## config.mk

```make
export PLATFORM = sky130hd
export DESIGN_NAME = pow5_board_top
export DESIGN_NICKNAME = d
export VERILOG_FILES = /design/src/pow5_pkg.sv /design/src/pow5_board_top.sv /design/src/pow5_display_hold.sv /design/src/pow5_iterative.sv /design/src/pow5_pipeline.sv /design/src/pow5_mode_regs.sv
export VERILOG_INCLUDE_DIRS = /design/src /design/src/src
export SDC_FILE = /design/constraint.sdc
export NUM_CORES = 1
export LEC_CHECK = 0
export BUFFER_PORTS_ARGS = -buffer_cell sky130_fd_sc_hd__buf_2
export CAP_MARGIN = 5
export CORE_ASPECT_RATIO = 1.4
export CORE_MARGIN = 4
export CORE_UTILIZATION = 32
export CTS_CLUSTER_SIZE = 12
export DETAILED_ROUTE_END_ITERATION = 6
export GPL_TIMING_DRIVEN = 0
export HOLD_SLACK_MARGIN = 0.06
export PLACE_DENSITY_LB_ADDON = 0.05
export SETUP_SLACK_MARGIN = 0.05
export SYNTH_ARGS = -nofsm -noshare
export SYNTH_HDL_FRONTEND = slang
export SYNTH_HIERARCHICAL = 1
export SYNTH_SLANG_ARGS = --single-unit
```

## constraint.sdc

```tcl
create_clock -name clk -period 4.5 [get_ports clk]
set_clock_uncertainty 0.05 [all_clocks]
set_input_delay 0.9 -clock clk [delete_from_list [all_inputs] [get_ports clk]]
set_output_delay 0.9 -clock clk [all_outputs]
set_load 0.02 [all_outputs]
```

## src/pow5_config.svh

```systemverilog
`ifndef POW5_CONFIG_SVH
`define POW5_CONFIG_SVH

// operand and result width, products wrap at this width
`define POW5_W      8

// reported powers n^2 .. n^5
`define POW5_LANES  4

// stages in the power chain, one more than the lanes
`define POW5_DEPTH  (`POW5_LANES + 1)

`endif
```

## src/pow5_pkg.sv

```systemverilog
`include "pow5_config.svh"

package pow5_pkg;

    //------------------------------------------------------------
    // operand and result word

    typedef logic [`POW5_W - 1:0] operand_t;

    //------------------------------------------------------------
    // engine selection

    typedef enum logic
    {
        MODE_PIPELINED = 1'b0,
        MODE_ITERATIVE = 1'b1
    } engine_mode_e;

    //------------------------------------------------------------
    // one reported power with its strobe

    typedef struct packed
    {
        logic     vld;
        operand_t value;
    } lane_t;

    // index 0 is n^5, index 3 is n^2
    typedef lane_t [`POW5_LANES - 1:0] lanes_t;

    //------------------------------------------------------------
    // mode register contents

    typedef struct packed
    {
        engine_mode_e mode;
        logic         clear;  // one enabled cycle after a mode write
    } mode_cfg_t;

endpackage

```

## src/pow5_board_top.sv

```systemverilog
`include "pow5_config.svh"

module pow5_board_top
(
    input  logic                                  clk,
    input  logic                                  rst_n,
    input  logic                                  i_clk_en,
    input  logic [3:0]                            i_key,
    input  pow5_pkg::operand_t                    i_sw,
    output logic [`POW5_LANES * `POW5_W - 1:0]    o_disp,
    output logic [2 * `POW5_LANES - 1:0]          o_disp_en,
    output pow5_pkg::engine_mode_e                o_mode
);

    import pow5_pkg::*;

    mode_cfg_t cfg;
    logic      pipe_start;
    logic      iter_start;
    lanes_t    pipe_lanes;
    lane_t     iter_lane;
    lanes_t    iter_lanes;

    //------------------------------------------------------------
    // key 1 writes the mode from switch 0, key 0 strobes the operand

    pow5_mode_regs u_mode_regs
    (
        .clk          ( clk        ),
        .rst_n        ( rst_n      ),
        .i_clk_en     ( i_clk_en   ),
        .i_mode_wr    ( i_key[1]   ),
        .i_mode_val   ( i_sw[0]    ),
        .i_start      ( i_key[0]   ),
        .o_cfg        ( cfg        ),
        .o_pipe_start ( pipe_start ),
        .o_iter_start ( iter_start )
    );

    pow5_pipeline u_pipeline
    (
        .clk      ( clk        ),
        .rst_n    ( rst_n      ),
        .i_clk_en ( i_clk_en   ),
        .i_start  ( pipe_start ),
        .i_n      ( i_sw       ),
        .o_lanes  ( pipe_lanes )
    );

    pow5_iterative u_iterative
    (
        .clk      ( clk        ),
        .rst_n    ( rst_n      ),
        .i_clk_en ( i_clk_en   ),
        .i_start  ( iter_start ),
        .i_n      ( i_sw       ),
        .o_lane   ( iter_lane  )
    );

    // iterative engine only fills lane 0
    always_comb
    begin
        iter_lanes    = '0;
        iter_lanes[0] = iter_lane;
    end

    pow5_display_hold u_display_hold
    (
        .clk          ( clk        ),
        .rst_n        ( rst_n      ),
        .i_clk_en     ( i_clk_en   ),
        .i_cfg        ( cfg        ),
        .i_pipe_lanes ( pipe_lanes ),
        .i_iter_lanes ( iter_lanes ),
        .o_disp       ( o_disp     ),
        .o_disp_en    ( o_disp_en  )
    );

    assign o_mode = cfg.mode;

endmodule

```

## src/pow5_display_hold.sv

```systemverilog
`include "pow5_config.svh"

module pow5_display_hold
(
    input  logic                                  clk,
    input  logic                                  rst_n,
    input  logic                                  i_clk_en,
    input  pow5_pkg::mode_cfg_t                   i_cfg,
    input  pow5_pkg::lanes_t                      i_pipe_lanes,
    input  pow5_pkg::lanes_t                      i_iter_lanes,
    output logic [`POW5_LANES * `POW5_W - 1:0]    o_disp,
    output logic [2 * `POW5_LANES - 1:0]          o_disp_en
);

    import pow5_pkg::*;

    lanes_t                  sel_lanes;
    operand_t                hold_q [`POW5_LANES];
    logic [`POW5_LANES - 1:0] shown_q;

    //------------------------------------------------------------
    // lane set of the active engine

    always_comb
    begin
        if (i_cfg.mode == MODE_PIPELINED)
            sel_lanes = i_pipe_lanes;
        else
            sel_lanes = i_iter_lanes;
    end

    //------------------------------------------------------------
    // shown flags, cleared on a mode change

    always_ff @(posedge clk or negedge rst_n)
    begin
        if (!rst_n)
        begin
            shown_q <= '0;
        end
        else if (i_clk_en)
        begin
            for (int k = 0; k < `POW5_LANES; k++)
            begin
                if (i_cfg.clear)
                    shown_q[k] <= 1'b0;
                else if (sel_lanes[k].vld)
                    shown_q[k] <= 1'b1;
            end
        end
    end

    //------------------------------------------------------------
    // holding bytes, replaced on each valid

    always_ff @(posedge clk)
    begin
        if (i_clk_en)
        begin
            for (int k = 0; k < `POW5_LANES; k++)
            begin
                if (i_cfg.clear)
                    hold_q[k] <= '0;
                else if (sel_lanes[k].vld)
                    hold_q[k] <= sel_lanes[k].value;
            end
        end
    end

    //------------------------------------------------------------
    // outputs, lane k in byte k

    always_comb
    begin
        for (int k = 0; k < `POW5_LANES; k++)
        begin
            o_disp[k * `POW5_W +: `POW5_W] = hold_q[k];
        end
    end

    // two digits per lane, both follow the flag
    always_comb
    begin
        for (int k = 0; k < `POW5_LANES; k++)
        begin
            o_disp_en[2 * k]     = shown_q[k];
            o_disp_en[2 * k + 1] = shown_q[k];
        end
    end

endmodule

```

## src/pow5_iterative.sv

```systemverilog
`include "pow5_config.svh"

module pow5_iterative
(
    input  logic               clk,
    input  logic               rst_n,
    input  logic               i_clk_en,
    input  logic               i_start,
    input  pow5_pkg::operand_t i_n,
    output pow5_pkg::lane_t    o_lane
);

    import pow5_pkg::*;

    logic                   start_q;
    operand_t               n_q;
    logic [`POW5_DEPTH - 1:0] shift_q;
    operand_t               acc_q;
    logic                   mul_en;

    //------------------------------------------------------------
    // input capture

    always_ff @(posedge clk or negedge rst_n)
    begin
        if (!rst_n)
        begin
            start_q <= 1'b0;
        end
        else if (i_clk_en)
        begin
            start_q <= i_start;
        end
    end

    // operand is held for the whole computation
    always_ff @(posedge clk)
    begin
        if (i_clk_en && i_start)
        begin
            n_q <= i_n;
        end
    end

    //------------------------------------------------------------
    // one-hot step shifter, a new start restarts it

    always_ff @(posedge clk or negedge rst_n)
    begin
        if (!rst_n)
        begin
            shift_q <= '0;
        end
        else if (i_clk_en)
        begin
            if (start_q)
                shift_q <= {1'b1, {(`POW5_DEPTH - 1){1'b0}}};
            else
                shift_q <= shift_q >> 1;
        end
    end

    //------------------------------------------------------------
    // shared multiplier, idle once the last step is done

    assign mul_en = i_clk_en && (start_q || (|shift_q[`POW5_DEPTH - 1:1]));

    always_ff @(posedge clk)
    begin
        if (mul_en)
        begin
            if (start_q)
                acc_q <= n_q;
            else
                acc_q <= acc_q * n_q;
        end
    end

    assign o_lane.vld   = shift_q[0];
    assign o_lane.value = acc_q;

endmodule

```

## src/pow5_pipeline.sv

```systemverilog
`include "pow5_config.svh"

module pow5_pipeline
(
    input  logic               clk,
    input  logic               rst_n,
    input  logic               i_clk_en,
    input  logic               i_start,
    input  pow5_pkg::operand_t i_n,
    output pow5_pkg::lanes_t   o_lanes
);

    import pow5_pkg::*;

    // bit i is the strobe for the operand sitting in stage i
    logic [`POW5_DEPTH:1] vld_q;

    // operand copies travel with the partial powers
    operand_t n_q   [1:`POW5_DEPTH - 1];
    operand_t pow_q [2:`POW5_DEPTH];

    //------------------------------------------------------------
    // valid chain

    always_ff @(posedge clk or negedge rst_n)
    begin
        if (!rst_n)
        begin
            vld_q <= '0;
        end
        else if (i_clk_en)
        begin
            vld_q <= {vld_q[`POW5_DEPTH - 1:1], i_start};
        end
    end

    //------------------------------------------------------------
    // operand delay line and multiplier stages

    always_ff @(posedge clk)
    begin
        if (i_clk_en)
        begin
            n_q[1] <= i_n;

            for (int i = 1; i < `POW5_DEPTH - 1; i++)
            begin
                n_q[i + 1] <= n_q[i];
            end
        end
    end

    always_ff @(posedge clk)
    begin
        if (i_clk_en)
        begin
            // first stage squares, the rest multiply by the delayed operand
            pow_q[2] <= n_q[1] * n_q[1];

            for (int i = 2; i < `POW5_DEPTH; i++)
            begin
                pow_q[i + 1] <= pow_q[i] * n_q[i];
            end
        end
    end

    //------------------------------------------------------------
    // every stage reports its power, n^5 lands in lane 0

    always_comb
    begin
        for (int i = 2; i <= `POW5_DEPTH; i++)
        begin
            o_lanes[`POW5_DEPTH - i].vld   = vld_q[i];
            o_lanes[`POW5_DEPTH - i].value = pow_q[i];
        end
    end

endmodule

```

## src/pow5_mode_regs.sv

```systemverilog
module pow5_mode_regs
(
    input  logic                clk,
    input  logic                rst_n,
    input  logic                i_clk_en,
    input  logic                i_mode_wr,
    input  logic                i_mode_val,
    input  logic                i_start,
    output pow5_pkg::mode_cfg_t o_cfg,
    output logic                o_pipe_start,
    output logic                o_iter_start
);

    import pow5_pkg::*;

    engine_mode_e mode_q;
    logic         clear_q;

    //------------------------------------------------------------
    // mode register, written from the switches

    always_ff @(posedge clk or negedge rst_n)
    begin
        if (!rst_n)
        begin
            mode_q <= MODE_PIPELINED;
        end
        else if (i_clk_en && i_mode_wr)
        begin
            mode_q <= engine_mode_e'(i_mode_val);
        end
    end

    // clear pulse follows every write
    always_ff @(posedge clk or negedge rst_n)
    begin
        if (!rst_n)
        begin
            clear_q <= 1'b0;
        end
        else if (i_clk_en)
        begin
            clear_q <= i_mode_wr;
        end
    end

    assign o_cfg.mode  = mode_q;
    assign o_cfg.clear = clear_q;

    //------------------------------------------------------------
    // strobe goes only to the selected engine

    assign o_pipe_start = i_start && (mode_q == MODE_PIPELINED);
    assign o_iter_start = i_start && (mode_q == MODE_ITERATIVE);

endmodule

```

After elaboration in Yosys (flattened, before gate mapping)
Memory sizes are Yosys's and may differ from the RTL's.
Cells that the tools add are included.
{"block": "totals", "out_inout_bits": 41, "latchBits": 0, "mem_bits_ro": 0, "n_memories": 3, "reg_bits": 33, "mem_bits_rw": 96, "in_bits": 15}
{"name": "u_display_hold.hold_q", "depth": 4, "word_bits": 8, "rd": 4, "rd_clocked_by_memory_dff": 0, "wr": 4, "line": "pow5_display_hold.sv:18", "text": "operand_t hold_q [`POW5_LANES];"}
{"name": "u_pipeline.n_q", "depth": 4, "word_bits": 8, "rd": 4, "rd_clocked_by_memory_dff": 0, "wr": 4, "line": "pow5_pipeline.sv:19", "text": "operand_t n_q [1:`POW5_DEPTH - 1];"}
{"name": "u_pipeline.pow_q", "depth": 4, "word_bits": 8, "rd": 4, "rd_clocked_by_memory_dff": 0, "wr": 4, "line": "pow5_pipeline.sv:20", "text": "operand_t pow_q [2:`POW5_DEPTH];"}
{"block": "op_classes", "reduce_logical": 15, "n_mul": 5, "n_lt_le_gt_ge": 0, "div_mod_pow": 0, "mux": 36, "addsub": 0, "n_bitwise": 5, "eq_ne": 0, "shift": 0}
{"operator": "8-bit by 8-bit multiplier with 8-bit output", "count": 5}
{"operator": "8-bit 2-to-1 mux", "count": 5}
{"operator": "36-bit 2-to-1 mux", "count": 1}
{"operator": "1-bit 2-to-1 mux", "count": 29}
{"operator": "2-bit AND reduction", "count": 4}
{"operator": "2-bit nonzero test", "count": 4}
{"operator": "1-bit logical AND", "count": 5}
{"operator": "5-bit 2-to-1 mux", "count": 1}
{"operator": "1-bit bitwise OR", "count": 4}
{"operator": "4-bit OR reduction", "count": 1}
{"operator": "1-bit logical OR", "count": 1}
{"operator": "1-bit NOT", "count": 1}

Depth between registers and ports, before layout
An unclocked memory read counts as a cell.
{"block": "depth", "depth_word": 7, "mapped_depth": 14}

Modules after synthesis
Netlist, hierarchy kept.
{"module": "pow5_pipeline", "cells_per_inst": 448, "n_inst": 1, "area_per_inst_um2": 5226.3}
{"module": "pow5_display_hold", "cells_per_inst": 127, "n_inst": 1, "area_per_inst_um2": 1978.1}
{"module": "pow5_iterative", "cells_per_inst": 161, "n_inst": 1, "area_per_inst_um2": 1735.4}
{"module": "pow5_mode_regs", "cells_per_inst": 10, "n_inst": 1, "area_per_inst_um2": 105.1}
{"module": "pow5_board_top", "cells_per_inst": 1, "n_inst": 1, "area_per_inst_um2": 3.8}

Worst setup path after synthesis
OpenSTA, ideal clock, no wires.
{"block": "synth_path", "kind": "reg2reg", "startpoint": "register, netlist name u_pipeline/n_q[0][24]", "endpoint": "register, netlist name u_pipeline/pow_q[2][15]", "path_buffers": 1, "required_time_ns": 4.182, "stages_incl_launch_ff": 14, "arrival_time_ns": 3.668, "setup_slack_ns": 0.514, "path_cell_list": "edfxtp_1 > clkbuf_1 > and2_1 > fa_1 > fa_1 > ha_1 > inv_1 > fa_1 > inv_1 > ha_1 > a21o_1 > a21oi_1 > xnor3_1 > xnor3_1"}

==> metrics <==
portion of netlist area occupied by mux cells under 10%; share of power burned in combinational logic around 46%; Worst Path Max Fanout 8; Detail Route Antenna Nets 0; # port buffers between 50 and 60; ratio of final minimum period to clock period 95.3%; antenna violations before repair 0; xor-xnor portion of the synthesized cell area 7.66%; transition time at the pin with the least slew margin between 500 and 600 ps; portion of the post-synthesis area used by sequential elements 40.5%; required time of the critical path between 4000 and 5000 ps; max-capacitance violation count 0; total I/O pin count 56; Max VDD drop 0.241 mV; CTS buffer count 17; leakage 4.79 nW; Worst path slowest cell edfxtp_1; clock edge transition at the registers on the reported setup and hold paths 60 ps; Initial DRC Count between 150 and 200; hold violation count in the final report 0; Avg Synthesized Cell Area 12.1 µm²; nature of the critical path endpoint flop; vias around 5400; unrepaired setup endpoints after global routing yes; GP Congestion 0.824; Most used DFF post-synth edfxtp_1; run status completed; final routed wire length divided by cell count between 15 and 20 µm; height of the die slightly above 200 µm; Final min period roughly 4300 ps; number of nets at the end of the flow ~1000; wire length after detailed routing between 20 and 25 mm; number of synthesized flops with an enable pin 108; clock root buffer master clkbuf_16; Buf/Inv on CP 2; Adder-Cell Fraction of Synth Area a little under a quarter; class of the tightest hold or removal check in -> async; arrival time worst endpoint 4390 ps; Initial Utilization about a third; PD cells between 500 and 600 nW/µm²; Total Die Area between 30000 and 40000 µm²; synthesized area ~9000 µm²; count of state elements after synthesis between 100 and 150; detailed placement HPWL 15.4 mm; fraction of power spent switching nets approximately 36%; async set or reset register ratio after synthesis around 14%; proportion of power drawn by flip-flops and latches roughly 30%; Antenna Cells 0; Final Power 0.00588 W; register area about 3700 µm²; multi-input combinational cell area around 4900 µm²; startpoint types flop; total track usage 13.8%; share of synthesized cell area in and, or, nand and nor gates between 10% and 20%; dominant combinational cell family by area after synthesis adder cells; post-route non-filler standard cell count around 1200; number of distinct library cell variants in the gate-level netlist after synthesis 38; core footprint approximately 28000 µm²; Top Family by Delay on Critical Path adder cells; First-pass DRT Iterations 4; internal power component approximately 0.0038 W; Post-route DRC 0; biggest cell delay along the critical path slightly above 500 ps; setup_tns 0 ps; Mapped Cells between 700 and 800; net load switching power 0.00210 W; total count of max-transition violations in the final report 0; final setup vio count 0; Avg Vias per Cell roughly 4.4; Placed Instances 1201; cell breakdown of the critical path and2_1 > fa_1 > fa_1 > ha_1 > inv_1 > fa_1 > inv_1 > ha_1 > a21o_1 > a21oi_1 > xnor3_1 > xnor3_1; fill cell instance count of the final layout roughly 2800; most prevalent standard cell on the critical path fa_1; CTS tree yes; Post-Route Utilization between 30% and 40%; number of core rows slightly above 70; proportion of layout cells with a drive suffix above 1 between 20% and 30%; maximum number of buffers from clock root to sink 2; final global-route overflow total 0; worst relative slew slack 59.5%; type of the worst setup path reg -> reg; vias in the first global route 5937; floorplan die width roughly 150 µm; fmax 233 MHz; Clk pwr share around 23%; relative area change from synthesis to final layout 17.3%; CTS sink cnt 125; worst-skew pair later-pin latency 430 ps; first-pass GRT wire length 32.4 mm; warning count from the yosys run 6; pin count of the biggest net entering global routing 72; post-synthesis compound-gate area fraction around 3.0%; number of H-tree levels 4
-- power groups by stage --
| stage | sequential (W) | combinational [W] | clock [W] |
|---|---|---|---|
| 2_1_floorplan | 0.00179 | 0.00205 | 0 |
| 3_3_place_gp | 0.00186 | 0.00266 | 0 |
| 3_5_place_dp | 0.00186 | 0.00272 | 0 |
| 4_1_cts | 0.00184 | 0.00274 | 0.00141 |
| 5_1_grt | 0.00185 | 0.00306 | 0.00146 |
| 6_report | 0.00181 | 0.00270 | 0.00137 |
-- sequential cells by signal (all words and copies together), names as in the netlist --
register                cells
u_display_hold/hold_q      32
u_pipeline/n_q             32
u_pipeline/pow_q           28
u_iterative/acc_q           8
u_iterative/n_q             8
u_iterative/shift_q         5
u_pipeline/vld_q            5
u_display_hold/shown_q      4
u_iterative/start_q         1
u_mode_regs/clear_q         1
u_mode_regs/mode_q          1
-- per-layer routing --
layer / track usage [%] / vias up / part of all wire, %
li1: - / 2646 / -
met1: 17.2 / 2700 / 44
met2: 24.1 / 81 / 52
met3: 2.34 / 19 / 2.9
met4: 4.81 / 0 / 1.4
met5: 0 / - / 0
-- worst paths after layout --
kind / slack [ps] / cells past startpoint / startpoint / end
max: 210 / 12 / u_pipeline/pow_q[2][1] / u_pipeline/pow_q[2][15]
min: 360 / 1 / rst_n / u_iterative/shift_q[4]
max reg2reg: 210 / 12 / u_pipeline/pow_q[2][1] / u_pipeline/pow_q[2][15]
min reg2reg: 390 / 0 / u_pipeline/n_q[0][7] / u_pipeline/n_q[0][15]
max in group asynchronous: 3730 / 1 / rst_n / u_display_hold/shown_q[2]
min in group clk: 390 / 0 / u_pipeline/n_q[0][7] / u_pipeline/n_q[0][15]
-- layout make-up --
class / count / area share (%)
multi-input cells: 505 / 45.8
flip-flops and latches: 125 / 34.6
clock buffers: 21 / 4.55
well taps: 370 / 4.36
inverters: 117 / 4.14
repair buffers: 69 / 3.84
plain buffers: 28 / 1.78
clock inverters: 11 / 0.967
-- cells by family (layout without fill, tap and decap cells) --
family                   Yosys count  in the layout
multiplexers                      48             48
XOR/XNOR                          64             64
AO/OA/AOI/OAI                     39             39
buffers and inverters            146            246
other                              2             31
AND/OR/NAND/NOR                  192            192
flip-flops                       125            125
adder cells (fa/ha/maj)          131            131
-- cell usage after synthesis, types with 2 or more instances --
master     number  share of area [%]
a21boi_2        4               0.50
a21o_1         10               0.83
a21oi_1        11               0.61
and2_1         86                5.9
and2_2          5               0.41
buf_2           3               0.17
buf_4          19                1.6
clkbuf_1        6               0.25
conb_1          2              0.083
dfrtp_1        17                4.7
edfxtp_1      108                 36
fa_1           54                 12
ha_1           77                 11
inv_1         117                4.9
mux2_2         10                1.2
mux2i_1        33                3.7
mux2i_4         4                1.0
nand2_1        57                2.4
nand3b_1        4               0.33
nor2_1          2              0.083
nor2b_1         2               0.14
nor3_2         32                3.5
o21ai_0         5               0.28
o21ai_1         3               0.17
o2bb2ai_1       3               0.29
xnor2_1        39                3.8
xnor2_2         3               0.54
xnor3_1         8                2.0
xor2_1         14                1.4
-- cell usage in the layout, fill, tap and decap left out, types with 2 or more instances in the layout --
cell type and instances:
a21boi_2 4, a21o_1 10, a21oi_1 11, and2_1 86, and2_2 5, buf_2 56
buf_4 35, clkbuf_1 6, clkbuf_16 19, clkinv_4 2, conb_1 31, dfrtp_1 17
edfxtp_1 108, fa_1 54, ha_1 77, inv_1 117, inv_4 4, inv_6 2
mux2_2 10, mux2i_1 33, mux2i_4 4, nand2_1 57, nand3b_1 4, nor2_1 2
nor2b_1 2, nor3_2 32, o21ai_0 5, o21ai_1 3, o2bb2ai_1 3, xnor2_1 39
xnor2_2 3, xnor3_1 8, xor2_1 14
-- repair_timing --
item | 4_1_cts | 5_1_grt
hold buffers | 0 | 0
resized for setup | 1 | 1
setup buffers | 0 | 14
endpoints found under the setup margin | 2 | 2
-- metrics by stage --
step / instance area [µm²] / hold slack, ps / setup slack [ps]
2_1_floorplan: 9160 / 350 / 514
5_1_grt: 10600 / 380 / 38.9
3_5_place_dp: 9920 / 370 / -7.67
6_report: 10600 / 359 / 213
3_3_place_gp: 9890 / 367 / 15.2
4_1_cts: 10500 / 355 / 46.6
No activity file was read; power rests on OpenSTA's default activity.
